## src/logic/qspi_pkg.sv

```systemverilog
package qspi_pkg;

    // Quad Output Fast Read, 1-1-4
    localparam logic [7:0] CMD_QUAD_READ = 8'h6B;
    localparam int         ADDR_BYTES    = 3;
    localparam int         DUMMY_BYTES   = 1;

    // Bus width used by the PHY for one byte
    typedef enum logic {
        SPI_MODE  = 1'b0, // io0 out, io1 in
        QUAD_MODE = 1'b1  // io3..io0, high nibble first
    } qspi_mode_e;

    typedef enum logic [2:0] {
        S_IDLE  = 3'd0,
        S_CMD   = 3'd1,
        S_ADDR  = 3'd2,
        S_DUMMY = 3'd3,
        S_DATA  = 3'd4,
        S_END   = 3'd5
    } seq_state_e;

    // One read request from the outside
    typedef struct packed {
        logic [23:0] addr;  // Byte address in flash
        logic [7:0]  words; // Number of 32-bit words, 1 to 255
    } read_req_t;

    // One byte handed to the PHY
    typedef struct packed {
        logic [7:0] data;
        qspi_mode_e mode;
        logic       drive; // PHY owns the pins for this byte
    } byte_xfer_t;

    // Data byte on its way to the packer
    typedef struct packed {
        logic [7:0] data;
        logic       last; // Final byte of the read
    } rx_byte_t;

endpackage

```

## src/logic/flash_read_req.sv

```systemverilog
`timescale 1ns/1ns

module flash_read_req (
    input  logic                clk_i,
    input  logic                rst_n_i,
    input  logic                req_valid_i,
    input  qspi_pkg::read_req_t req_i,
    input  logic                take_i,
    output logic                pend_o,
    output qspi_pkg::read_req_t req_o,
    output logic                drop_o
);
    import qspi_pkg::*;

    read_req_t slot_q;
    logic      valid_q;
    logic      drop_q;
    logic      load;

    // Slot is free now or frees up at this edge
    assign load = req_valid_i & (~valid_q | take_i);

    always_ff @(posedge clk_i or negedge rst_n_i) begin
        if (!rst_n_i) begin
            valid_q <= 1'b0;
            drop_q  <= 1'b0;
        end else begin
            valid_q <= load | (valid_q & ~take_i);
            drop_q  <= req_valid_i & ~load; // Slot full, request lost
        end
    end

    always_ff @(posedge clk_i) begin
        if (load) begin
            slot_q <= req_i;
        end
    end

    assign pend_o = valid_q;
    assign req_o  = slot_q;
    assign drop_o = drop_q;

    // The sequencer may only take what is actually held
    a_take_needs_pend: assert property (
        @(posedge clk_i) disable iff (!rst_n_i)
        take_i |-> pend_o
    ) else $error("take without pending request");

endmodule

```

## src/logic/qspi_byte_phy.sv

```systemverilog
`timescale 1ns/1ns

module qspi_byte_phy (
    input  logic                 clk_i,
    input  logic                 rst_n_i,
    input  logic                 start_i,
    input  qspi_pkg::byte_xfer_t xfer_i,
    output logic                 busy_o,
    output logic                 done_o,
    output logic [7:0]           rx_o,
    output logic                 sck_o,
    output logic [3:0]           io_o,
    output logic [3:0]           io_oe_o,
    input  logic [3:0]           io_i
);
    import qspi_pkg::*;

    logic       active_q;
    logic       sck_q;
    logic       done_q;
    logic       drive_q;
    qspi_mode_e mode_q;
    logic [3:0] edge_q;  // sck half periods seen in this byte
    logic [7:0] shift_q; // Outgoing bits at the top, incoming at the bottom
    logic       last_edge;

    // 16 half periods for SPI, 4 for quad
    assign last_edge = (mode_q == QUAD_MODE) ? (edge_q == 4'd3) : (edge_q == 4'd15);

    always_ff @(posedge clk_i or negedge rst_n_i) begin
        if (!rst_n_i) begin
            active_q <= 1'b0;
            sck_q    <= 1'b0;
            done_q   <= 1'b0;
            edge_q   <= 4'd0;
            mode_q   <= SPI_MODE;
            drive_q  <= 1'b1;
        end else begin
            done_q <= active_q & last_edge;
            if (start_i) begin
                active_q <= 1'b1;
                sck_q    <= 1'b0;
                edge_q   <= 4'd0;
                mode_q   <= xfer_i.mode;
                drive_q  <= xfer_i.drive;
            end else if (active_q) begin
                sck_q  <= ~sck_q;
                edge_q <= edge_q + 4'd1;
                if (last_edge) begin
                    active_q <= 1'b0; // Ends on a falling edge, sck rests low
                end
            end
        end
    end

    // Sample and shift on the falling sck edge, the flash has held its
    // output stable for the whole high phase
    always_ff @(posedge clk_i) begin
        if (start_i) begin
            shift_q <= xfer_i.data;
        end else if (active_q && sck_q) begin
            if (mode_q == QUAD_MODE) begin
                shift_q <= {shift_q[3:0], io_i};
            end else begin
                shift_q <= {shift_q[6:0], io_i[1]};
            end
        end
    end

    // SPI keeps WP and HOLD driven high, io1 is the input
    always_comb begin
        if (mode_q == QUAD_MODE) begin
            io_o    = shift_q[7:4];
            io_oe_o = {4{drive_q}};
        end else begin
            io_o    = {2'b11, 1'b0, shift_q[7]};
            io_oe_o = {2'b11, 1'b0, drive_q};
        end
    end

    assign busy_o = active_q;
    assign done_o = done_q;
    assign rx_o   = shift_q;
    assign sck_o  = sck_q;

    a_no_start_when_busy: assert property (
        @(posedge clk_i) disable iff (!rst_n_i)
        start_i |-> !busy_o
    ) else $error("byte started while PHY busy");

endmodule

```

## src/logic/flash_read_seq.sv

```systemverilog
`timescale 1ns/1ns

module flash_read_seq (
    input  logic                 clk_i,
    input  logic                 rst_n_i,
    input  logic                 pend_i,
    input  qspi_pkg::read_req_t  req_i,
    output logic                 take_o,
    input  logic                 phy_busy_i,
    input  logic                 phy_done_i,
    input  logic [7:0]           phy_rx_i,
    output logic                 start_o,
    output qspi_pkg::byte_xfer_t xfer_o,
    output logic                 byte_valid_o,
    output qspi_pkg::rx_byte_t   byte_o,
    output logic                 cs_n_o,
    output logic                 busy_o
);
    import qspi_pkg::*;

    seq_state_e state_q;
    seq_state_e state_next;
    logic [9:0] cnt_q;      // Byte index within the current phase
    logic [9:0] last_idx_q; // Index of the final data byte
    logic [23:0] addr_q;
    byte_xfer_t xfer_q;
    rx_byte_t   byte_q;
    logic       start_q;
    logic       byte_valid_q;
    logic       cs_n_q;
    logic       data_last;

    assign take_o    = (state_q == S_IDLE) && pend_i && !phy_busy_i;
    assign data_last = (cnt_q == last_idx_q);

    // Phase after the byte that is finishing now
    always_comb begin
        state_next = state_q;
        case (state_q)
            S_CMD: state_next = S_ADDR;
            S_ADDR: begin
                if (cnt_q == 10'(ADDR_BYTES - 1)) begin
                    state_next = S_DUMMY;
                end
            end
            S_DUMMY: begin
                if (cnt_q == 10'(DUMMY_BYTES - 1)) begin
                    state_next = S_DATA;
                end
            end
            S_DATA: begin
                if (data_last) begin
                    state_next = S_END;
                end
            end
            default: state_next = state_q;
        endcase
    end

    always_ff @(posedge clk_i or negedge rst_n_i) begin
        if (!rst_n_i) begin
            state_q      <= S_IDLE;
            cnt_q        <= 10'd0;
            start_q      <= 1'b0;
            byte_valid_q <= 1'b0;
            cs_n_q       <= 1'b1;
        end else begin
            start_q      <= 1'b0;
            byte_valid_q <= phy_done_i && (state_q == S_DATA);
            if (take_o) begin
                state_q <= S_CMD;
                cnt_q   <= 10'd0;
                start_q <= 1'b1;
                cs_n_q  <= 1'b0;
            end else if (state_q == S_END) begin
                if (cnt_q == 10'd1) begin // Two cycles of deselect
                    state_q <= S_IDLE;
                    cnt_q   <= 10'd0;
                end else begin
                    cnt_q <= cnt_q + 10'd1;
                end
            end else if (phy_done_i) begin
                state_q <= state_next;
                cnt_q   <= (state_next != state_q) ? 10'd0 : cnt_q + 10'd1;
                start_q <= (state_next != S_END);
                cs_n_q  <= (state_next == S_END);
            end
        end
    end

    always_ff @(posedge clk_i) begin
        if (take_o) begin
            xfer_q     <= '{data: CMD_QUAD_READ, mode: SPI_MODE, drive: 1'b1};
            addr_q     <= req_i.addr;
            last_idx_q <= {req_i.words, 2'b00} - 10'd1;
        end else if (phy_done_i) begin
            byte_q <= '{data: phy_rx_i, last: data_last};
            if (state_next == S_ADDR) begin
                xfer_q <= '{data: addr_q[23:16], mode: SPI_MODE, drive: 1'b1}; // MSB first
                addr_q <= {addr_q[15:0], 8'h00};
            end else begin
                xfer_q <= '{data: 8'h00, mode: QUAD_MODE, drive: 1'b0}; // Dummy and data
            end
        end
    end

    assign start_o      = start_q;
    assign xfer_o       = xfer_q;
    assign byte_valid_o = byte_valid_q;
    assign byte_o       = byte_q;
    assign cs_n_o       = cs_n_q;
    assign busy_o       = pend_i || (state_q != S_IDLE); // Covers the waiting slot too

    a_cs_active: assert property (
        @(posedge clk_i) disable iff (!rst_n_i)
        (state_q != S_IDLE && state_q != S_END) |-> !cs_n_o
    ) else $error("chip select high during a transaction");

endmodule

```

## src/logic/flash_word_pack.sv

```systemverilog
`timescale 1ns/1ns

module flash_word_pack (
    input  logic               clk_i,
    input  logic               rst_n_i,
    input  logic               byte_valid_i,
    input  qspi_pkg::rx_byte_t byte_i,
    output logic [31:0]        word_o,
    output logic               word_valid_o,
    output logic               read_done_o
);

    logic [1:0]  lane_q;
    logic [31:0] word_q;
    logic        word_valid_q;
    logic        read_done_q;

    always_ff @(posedge clk_i or negedge rst_n_i) begin
        if (!rst_n_i) begin
            lane_q       <= 2'd0;
            word_valid_q <= 1'b0;
            read_done_q  <= 1'b0;
        end else begin
            word_valid_q <= byte_valid_i && (lane_q == 2'd3);
            read_done_q  <= byte_valid_i && (lane_q == 2'd3) && byte_i.last;
            if (byte_valid_i) begin
                lane_q <= lane_q + 2'd1; // Wraps back to lane 0 after a word
            end
        end
    end

    // Little endian, first byte lands in bits 7:0
    always_ff @(posedge clk_i) begin
        if (byte_valid_i) begin
            word_q[lane_q*8 +: 8] <= byte_i.data;
        end
    end

    assign word_o       = word_q;
    assign word_valid_o = word_valid_q;
    assign read_done_o  = read_done_q;

    // Reads are whole words, so the last byte closes a word
    a_last_on_lane3: assert property (
        @(posedge clk_i) disable iff (!rst_n_i)
        (byte_valid_i && byte_i.last) |-> (lane_q == 2'd3)
    ) else $error("last byte not on lane 3");

endmodule

```

## src/logic/qspi_flash_top.sv

```systemverilog
`timescale 1ns/1ns

module qspi_flash_top (
    input  logic                clk_i,
    input  logic                rst_n_i,
    input  logic                req_valid_i,
    input  qspi_pkg::read_req_t req_i,
    output logic [31:0]         word_o,
    output logic                word_valid_o,
    output logic                read_done_o,
    output logic                busy_o,
    output logic                drop_o,
    output logic                sck_o,
    output logic                cs_n_o,
    output logic [3:0]          io_o,
    output logic [3:0]          io_oe_o,
    input  logic [3:0]          io_i
);
    import qspi_pkg::*;

    read_req_t  slot_req;
    byte_xfer_t xfer;
    rx_byte_t   rx_byte;
    logic       pend;
    logic       take;
    logic       phy_start;
    logic       phy_busy;
    logic       phy_done;
    logic [7:0] phy_rx;
    logic       byte_valid;

    flash_read_req u_req (
        .clk_i       (clk_i),
        .rst_n_i     (rst_n_i),
        .req_valid_i (req_valid_i),
        .req_i       (req_i),
        .take_i      (take),
        .pend_o      (pend),
        .req_o       (slot_req),
        .drop_o      (drop_o)
    );

    flash_read_seq u_seq (
        .clk_i        (clk_i),
        .rst_n_i      (rst_n_i),
        .pend_i       (pend),
        .req_i        (slot_req),
        .take_o       (take),
        .phy_busy_i   (phy_busy),
        .phy_done_i   (phy_done),
        .phy_rx_i     (phy_rx),
        .start_o      (phy_start),
        .xfer_o       (xfer),
        .byte_valid_o (byte_valid),
        .byte_o       (rx_byte),
        .cs_n_o       (cs_n_o),
        .busy_o       (busy_o)
    );

    qspi_byte_phy u_phy (
        .clk_i   (clk_i),
        .rst_n_i (rst_n_i),
        .start_i (phy_start),
        .xfer_i  (xfer),
        .busy_o  (phy_busy),
        .done_o  (phy_done),
        .rx_o    (phy_rx),
        .sck_o   (sck_o),
        .io_o    (io_o),
        .io_oe_o (io_oe_o),
        .io_i    (io_i)
    );

    flash_word_pack u_pack (
        .clk_i        (clk_i),
        .rst_n_i      (rst_n_i),
        .byte_valid_i (byte_valid),
        .byte_i       (rx_byte),
        .word_o       (word_o),
        .word_valid_o (word_valid_o),
        .read_done_o  (read_done_o)
    );

endmodule

```

## config.mk

```make
export PLATFORM = sky130hd
export DESIGN_NAME = qspi_flash_top
export DESIGN_NICKNAME = d
export VERILOG_FILES = /design/src/logic/qspi_pkg.sv /design/src/logic/flash_read_req.sv /design/src/logic/qspi_byte_phy.sv /design/src/logic/flash_read_seq.sv /design/src/logic/flash_word_pack.sv /design/src/logic/qspi_flash_top.sv
export SDC_FILE = /design/constraint.sdc
export NUM_CORES = 1
export LEC_CHECK = 0
export BUFFER_PORTS_ARGS = -buffer_cell sky130_fd_sc_hd__buf_4
export CORE_MARGIN = 3
export CORE_UTILIZATION = 30
export CTS_CLUSTER_SIZE = 8
export DETAILED_ROUTE_END_ITERATION = 7
export GPL_TIMING_DRIVEN = 0
export PLACE_DENSITY_LB_ADDON = 0.08
export SLEW_MARGIN = 20
export SYNTH_ARGS = -nofsm -noshare
export SYNTH_HDL_FRONTEND = slang
export SYNTH_HIERARCHICAL = 1
export SYNTH_SLANG_ARGS = --single-unit
```

## constraint.sdc

```tcl
create_clock -name clk_i -period 3 [get_ports clk_i]
set_clock_uncertainty 0.1 [all_clocks]
set_input_delay 0.6 -clock clk_i [delete_from_list [all_inputs] [get_ports clk_i]]
set_output_delay 0.6 -clock clk_i [all_outputs]
set_load 0.02 [all_outputs]
```

# Word-level counts from Yosys, hierarchy flattened
# Cells that the tools add are included.
[word_totals] reg_bits=156 inputBits=39 latchBits=0 mem_count=0 mem_bits_ro=0 mem_bits_rw=0 wordCells=118
[classes] mux=37 order_cmp=0 n_eq_ne=17 reduce_logical=20 addsub=5 n_bitwise=10 n_mul=0 shifts=2 div=0
[ops] cell="24-bit 2-to-1 mux" count=3
[ops] cell="10-bit 2-to-1 mux" count=6
[ops] cell="5-bit negation with 34-bit output" count=1
[ops] cell="8-bit by 34-bit variable shift with 32-bit output, first input constant" count=1
[ops] cell="8-bit by 34-bit indexed part select with 32-bit output" count=1
[ops] cell="32-bit bitwise mux" count=1
[ops] cell="8-bit 2-to-1 mux" count=3
[ops] cell="3-bit 2-to-1 mux" count=7
[ops] cell="4-bit 2-to-1 mux" count=4
[ops] cell="1-bit 2-to-1 mux" count=12
[ops] cell="3-bit one-hot mux with 4 select lines" count=1
[ops] cell="10-bit by 1-bit adder with 10-bit output, second input constant" count=1
[ops] cell="10-bit by 1-bit == test with 1-bit output, second input constant" count=1
[ops] cell="10-bit == test" count=1
[ops] cell="10-bit by 2-bit == test with 1-bit output, second input constant" count=1
[ops] cell="10-bit logical NOT" count=1
[ops] cell="10-bit by 1-bit subtractor with 10-bit output, second input constant" count=1
[ops] cell="3-bit by 2-bit == test with 1-bit output, second input constant" count=3
[ops] cell="3-bit == test, second input constant" count=3
[ops] cell="2-bit AND reduction" count=4
[ops] cell="2-bit nonzero test" count=4
[ops] cell="1-bit logical AND" count=6
[ops] cell="3-bit inequality test, second input constant" count=2
[ops] cell="3-bit nonzero test" count=2
[ops] cell="14 further kinds" count=21

# Logic depth before layout (Yosys ltp)
[depth] depth_word=8 depth_mapped=9 ltp_nobuf=8

# Hierarchy
# The synthesis kept the hierarchy.
[by_module_without_submodules] mod="flash_read_seq" cells_each=251 seq_area_each_um2=1833.0 area_per_inst_um2=3093.0 n_inst=1
[by_module_without_submodules] mod="flash_word_pack" cells_each=90 seq_area_each_um2=1061.0 area_per_inst_um2=1461.4 n_inst=1
[by_module_without_submodules] mod="flash_read_req" cells_each=39 seq_area_each_um2=1011.0 area_per_inst_um2=1044.8 n_inst=1
[by_module_without_submodules] mod="qspi_byte_phy" cells_each=79 seq_area_each_um2=466.7 area_per_inst_um2=888.4 n_inst=1

# Worst setup path after synthesis
# Ideal clock, no wire load.
[synth_path] path_type="flip-flop to flip-flop" start="register u_seq.state_q[2]" end="register u_req.slot_q (netlist bit u_req/req_o[0]), enable pin" path_buffers=2 required_time_ns=2.560 path_stages_with_launch=7 slack_ns=0.331 t_arrival_ns=2.230 setup_time_ns=0.340 path_cell_list="dfrtp_1 -> or3_1 -> nor3_2 -> buf_2 -> clkbuf_1 -> nand2b_4 -> and2_4"
[synth_via] elab_chain_len=5
[synth_rtl] item="start, declared" line_no="flash_read_seq.sv:21" rtl="seq_state_e state_q;"
[synth_rtl] item="start signal, assigned" line_no="flash_read_seq.sv:83" rtl="state_q <= state_next;"
[synth_rtl] item="3-bit logical NOT" line_no="flash_read_seq.sv:33" rtl="assign take_o = (state_q == S_IDLE) && pend_i && !phy_busy_i;"
[synth_rtl] item="1-bit logical AND (2 in series)" line_no="flash_read_seq.sv:33"
[synth_rtl] item="named net take" line_no="qspi_flash_top.sv:25" rtl="logic take;"
[synth_rtl] item="1-bit bitwise OR" line_no="flash_read_req.sv:21" rtl="assign load = req_valid_i & (~valid_q | take_i);"
[synth_rtl] item="1-bit bitwise AND" line_no="flash_read_req.sv:21"
[synth_rtl] item="named net u_req.load" line_no="flash_read_req.sv:18" rtl="logic load;"
[synth_rtl] item="end signal, assigned" line_no="flash_read_req.sv:35" rtl="slot_q <= req_i;"
[synth_rtl] item="end, declared" line_no="flash_read_req.sv:15" rtl="read_req_t slot_q;"
# The timed path passes the listed nets, and every way through them passes these cells.
# A chain may end at the register's enable or synchronous reset.

# Worst setup path in the final report
[layout_path] start="register u_seq.state_q[0]" end="register u_seq.addr_q[21], enable pin"
[layout_via] elab_chain_len=5 word_cells_on_any_way=15
[layout_rtl] item="3-bit logical NOT *" line_no="flash_read_seq.sv:33"
[layout_rtl] item="1-bit logical AND * (2 in series)" line_no="flash_read_seq.sv:33"
[layout_rtl] item="named net take" line_no="qspi_flash_top.sv:25"
[layout_rtl] item="2-bit nonzero test (no source line)"
[layout_rtl] item="2-bit AND reduction (no source line) *"
[layout_rtl] item="end signal, assigned" line_no="flash_read_seq.sv:94" rtl="addr_q <= req_i.addr;"
[layout_rtl] item="end signal, assigned" line_no="flash_read_seq.sv:100" rtl="addr_q <= {addr_q[15:0], 8'h00};"
[layout_rtl] item="end, declared" line_no="flash_read_seq.sv:25" rtl="logic [23:0] addr_q;"
# The timed path passes the listed nets; every way through them passes the cells marked *.

==> flow_metrics.env <==
export IMPL_port_buffer_count=84
export IMPL_setup_viol=0
export IMPL_track_usage_pct=11.1
export IMPL_detail_route_antenna_nets=0
export IMPL_via_per_inst=4.38
export IMPL_fin_crit_sh_pct=89.8
export IMPL_die_area_um2=23400
export IMPL_reg2reg_from="u_seq/state_q[0]$_DFFE_PN0P_"
export IMPL_synth_top_area_share_pct=52.3
export IMPL_initial_utilization_pct=30.7
export IMPL_synth_top_area_cell="edfxtp_1"
export IMPL_netlist_top_cells_count="113 x edfxtp_1, 44 x and2_1, 29 x dfrtp_1, 26 x nand2_1, 23 x nor2_1"
export IMPL_setup_worst_path_class="register to register"
export IMPL_crit_path_start_kind="register"
export IMPL_route_vias_total=3719
export IMPL_fmax_ghz=0.371
export IMPL_grt_pass1_vias=3805
export IMPL_setup_tns_ps=0
export IMPL_crit_path_end_kind="register"
export IMPL_ys_flop_type="edfxtp_1"
export IMPL_reg2regPathDepth=4
export IMPL_gp_congestion=0.750
export IMPL_syn_inst=459
export IMPL_grt_pass1_wl_um=20700
export IMPL_synth_async_reset_ratio_pct=20.1
export IMPL_avgRoutedWirePerCell_um=14.6
export IMPL_io_pins=85
export IMPL_synth_area_leaders="edfxtp_1 52%, dfrtp_1 11%, and2_1 4.2%, mux2_2 3.3%, dfxtp_1 3.1%"
export IMPL_antenna_found_initial=0
export IMPL_die_h_um=153
export IMPL_vdd_drop_max_mv=0.391
export IMPL_cts_buffer_depth=2
export IMPL_tightest_slew_ps=797
export IMPL_drt_initial_drc_count=111
export IMPL_drc=0
export IMPL_postLayoutCoreUtil_pct=38.0
export IMPL_synth_net_count=509
export IMPL_dp_cells=818
export IMPL_timing_rr_end="u_seq/addr_q[21]$_DFFE_PP_"
export IMPL_leakage_nw=3.00
export IMPL_cellPowerDensity_nw_per_um2=549
export IMPL_grt_overflow_total=0
export IMPL_ctsHoldBuffers=0
export IMPL_synth_cell_types=64
export IMPL_fin_nets=611
export IMPL_tritoncts="yes"
export IMPL_stdcell_count=849
export IMPL_insertion_delay_ps=420
export IMPL_status="finished, final reports clean"
export IMPL_synth_seq_area_share_pct=67.4
export IMPL_area_growth_syn_to_layout_pct=24.0
export IMPL_critPathMaxFanout=27
export IMPL_required_ps=2950
export IMPL_die_w_um=153
export IMPL_numCtsBuffers=17
export IMPL_wirelength_um=12400
export IMPL_critPathLaunch="u_seq/state_q[0]$_DFFE_PN0P_"
export IMPL_rsz0062_at_grt="false"
export IMPL_cts_htree_levels=4
export IMPL_grt_max_degree=33
export IMPL_synthMostInstantiatedCell="edfxtp_1"
export IMPL_total_power_mw=4.42
export IMPL_min_path_type="primary input to asynchronous set/reset pin"
export IMPL_fin_crit_ps=2690
export IMPL_slew_headroom_pct=46.6
export IMPL_multi_input_area_um2=1920
export IMPL_seq_area_um2=4370
export IMPL_ys_warn_count=6
export IMPL_slew_viol_final=0
export IMPL_place_ws_ps=-427
export IMPL_synth_seq_cells=154
export IMPL_fp_row_count=53
export IMPL_syn_area_um2=6490
export IMPL_root_buffer="clkbuf_16"
export IMPL_drv_cap=0
export IMPL_clock_sinks=154
export IMPL_avgSynthCellArea_um2=14.1
export IMPL_core_area_um2=21200
export IMPL_finalHoldViolCount=0
export IMPL_hpwl_um=8870
export IMPL_insertedDiodeCount=0
export IMPL_drive_gt1_share_pct=28.9
export IMPL_endpoint="u_seq/addr_q[21]$_DFFE_PP_"
export IMPL_critPathArrivalTime_ps=2640
export IMPL_n_fill_cell=2030
export IMPL_firstDrtPassIters=4
export IMPL_synth_edf_count=113
export IMPL_path_clk_slew_ps=70
export IMPL_ff2ff_setup_slack_ps=310
export IMPL_fin_ws_ps=306
==> cell families after synthesis <==
family	Yosys count	share of synthesized area, %
fa+ha+maj	11	2.12
simple gates	153	14.1
mux	28	4.69
compound gates	55	5.82
flops	154	67.4
xor+xnor	21	2.84
buf+inv	37	3.09
==> registers in the layout, indices dropped and copies added (netlist names), 2 cells and up <==
signal,flops
u_pack/word_o,32
u_req/req_o,32
u_seq/addr_q,24
u_seq/cnt_q,10
u_seq/xfer_o,10
u_seq/byte_o,9
u_phy/rx_o,8
u_seq/last_idx_q,8
u_phy/edge_q,4
u_seq/state_q,3
u_pack/lane_q,2
==> timing repair <==
item / 4_1_cts / 5_1_grt
cloned: 0 / 0
buffers inserted: 0 / 0
gates resized for setup: 0 / 1
setup endpoints to repair: 41 / 56
==> final cells by class <==
cell class | count | area share (%)
clock inverter | 14 | 1.91
buffer | 21 | 1.77
sequential | 154 | 54.3
timing repair buffer | 84 | 7.84
tap | 275 | 4.28
inverter | 15 | 0.700
multi-input combinational | 268 | 23.8
clock buffer | 18 | 5.34
==> through the flow <==
stage | area, um2 | hold WS [ps]
finish | 8040 | 27.5
global route | 8040 | 41.9
CTS | 8040 | 30.1
detailed placement | 7460 | 352
global placement | 7460 | 347
floorplan | 6490 | 204
==> worst max-delay path: stages (launching register included) <==
cell and delay, ps:
dfrtp_1 470, or3_1 380, nor3_2 280, clkbuf_4 450, or2_2 620
==> how the worst min path moves through the flow <==
| stage | start | to | slack, ps |
|---|---|---|---|
| 4_1_cts | rst_n_i | u_req/drop_o$_DFF_PN0_ | 30 |
| 3_3_place_gp | u_seq/xfer_o[1]$_SDFFE_PP0P_ | u_seq/xfer_o[1]$_SDFFE_PP0P_ | 350 |
| 3_5_place_dp | u_seq/xfer_o[1]$_SDFFE_PP0P_ | u_seq/xfer_o[1]$_SDFFE_PP0P_ | 350 |
| 6_report | rst_n_i | u_req/drop_o$_DFF_PN0_ | 30 |
| 2_1_floorplan | rst_n_i | u_pack/lane_q[0]$_DFFE_PN0P_ | 200 |
| 5_1_grt | rst_n_i | u_req/pend_o$_DFF_PN0_ | 40 |
==> layout by cell type, fill, tap and decap left out, drive strengths merged, types with 3 or more instances in the layout <==
cell type,n
or3,3
nand2,26
and2,46
clkinvlp,4
or2,3
dfrtp,29
buf,98
clkbuf,25
inv,22
dfxtp,10
nor3,7
a21oi,8
xor2,9
o21ai,15
xnor2,12
ha,11
a21o,7
edfxtp,113
nor2,23
mux2i,9
nand2b,7
nor3b,3
nand3,9
a221o,5
and3,5
o21bai,3
a22oi,3
nor4,5
a31oi,4
mux2,19
==> routing by layer <==
metal / vias up / global-route usage, % / wire [um]
met5: - / 0 / 0
li1: 1865 / - / -
met3: 14 / 3.62 / 508
met1: 1766 / 15.2 / 6020
met4: 0 / 3.69 / 161
met2: 74 / 16.8 / 5690
==> where the power goes <==
part / leakage (nW) / switching (mW) / internal [mW]
Combinational: 1.27 / 0.0176 / 0.0323
Clock: 0.273 / 0.925 / 1.18
Sequential: 1.45 / 0.000241 / 2.27
No activity file was read; power rests on OpenSTA's default activity.
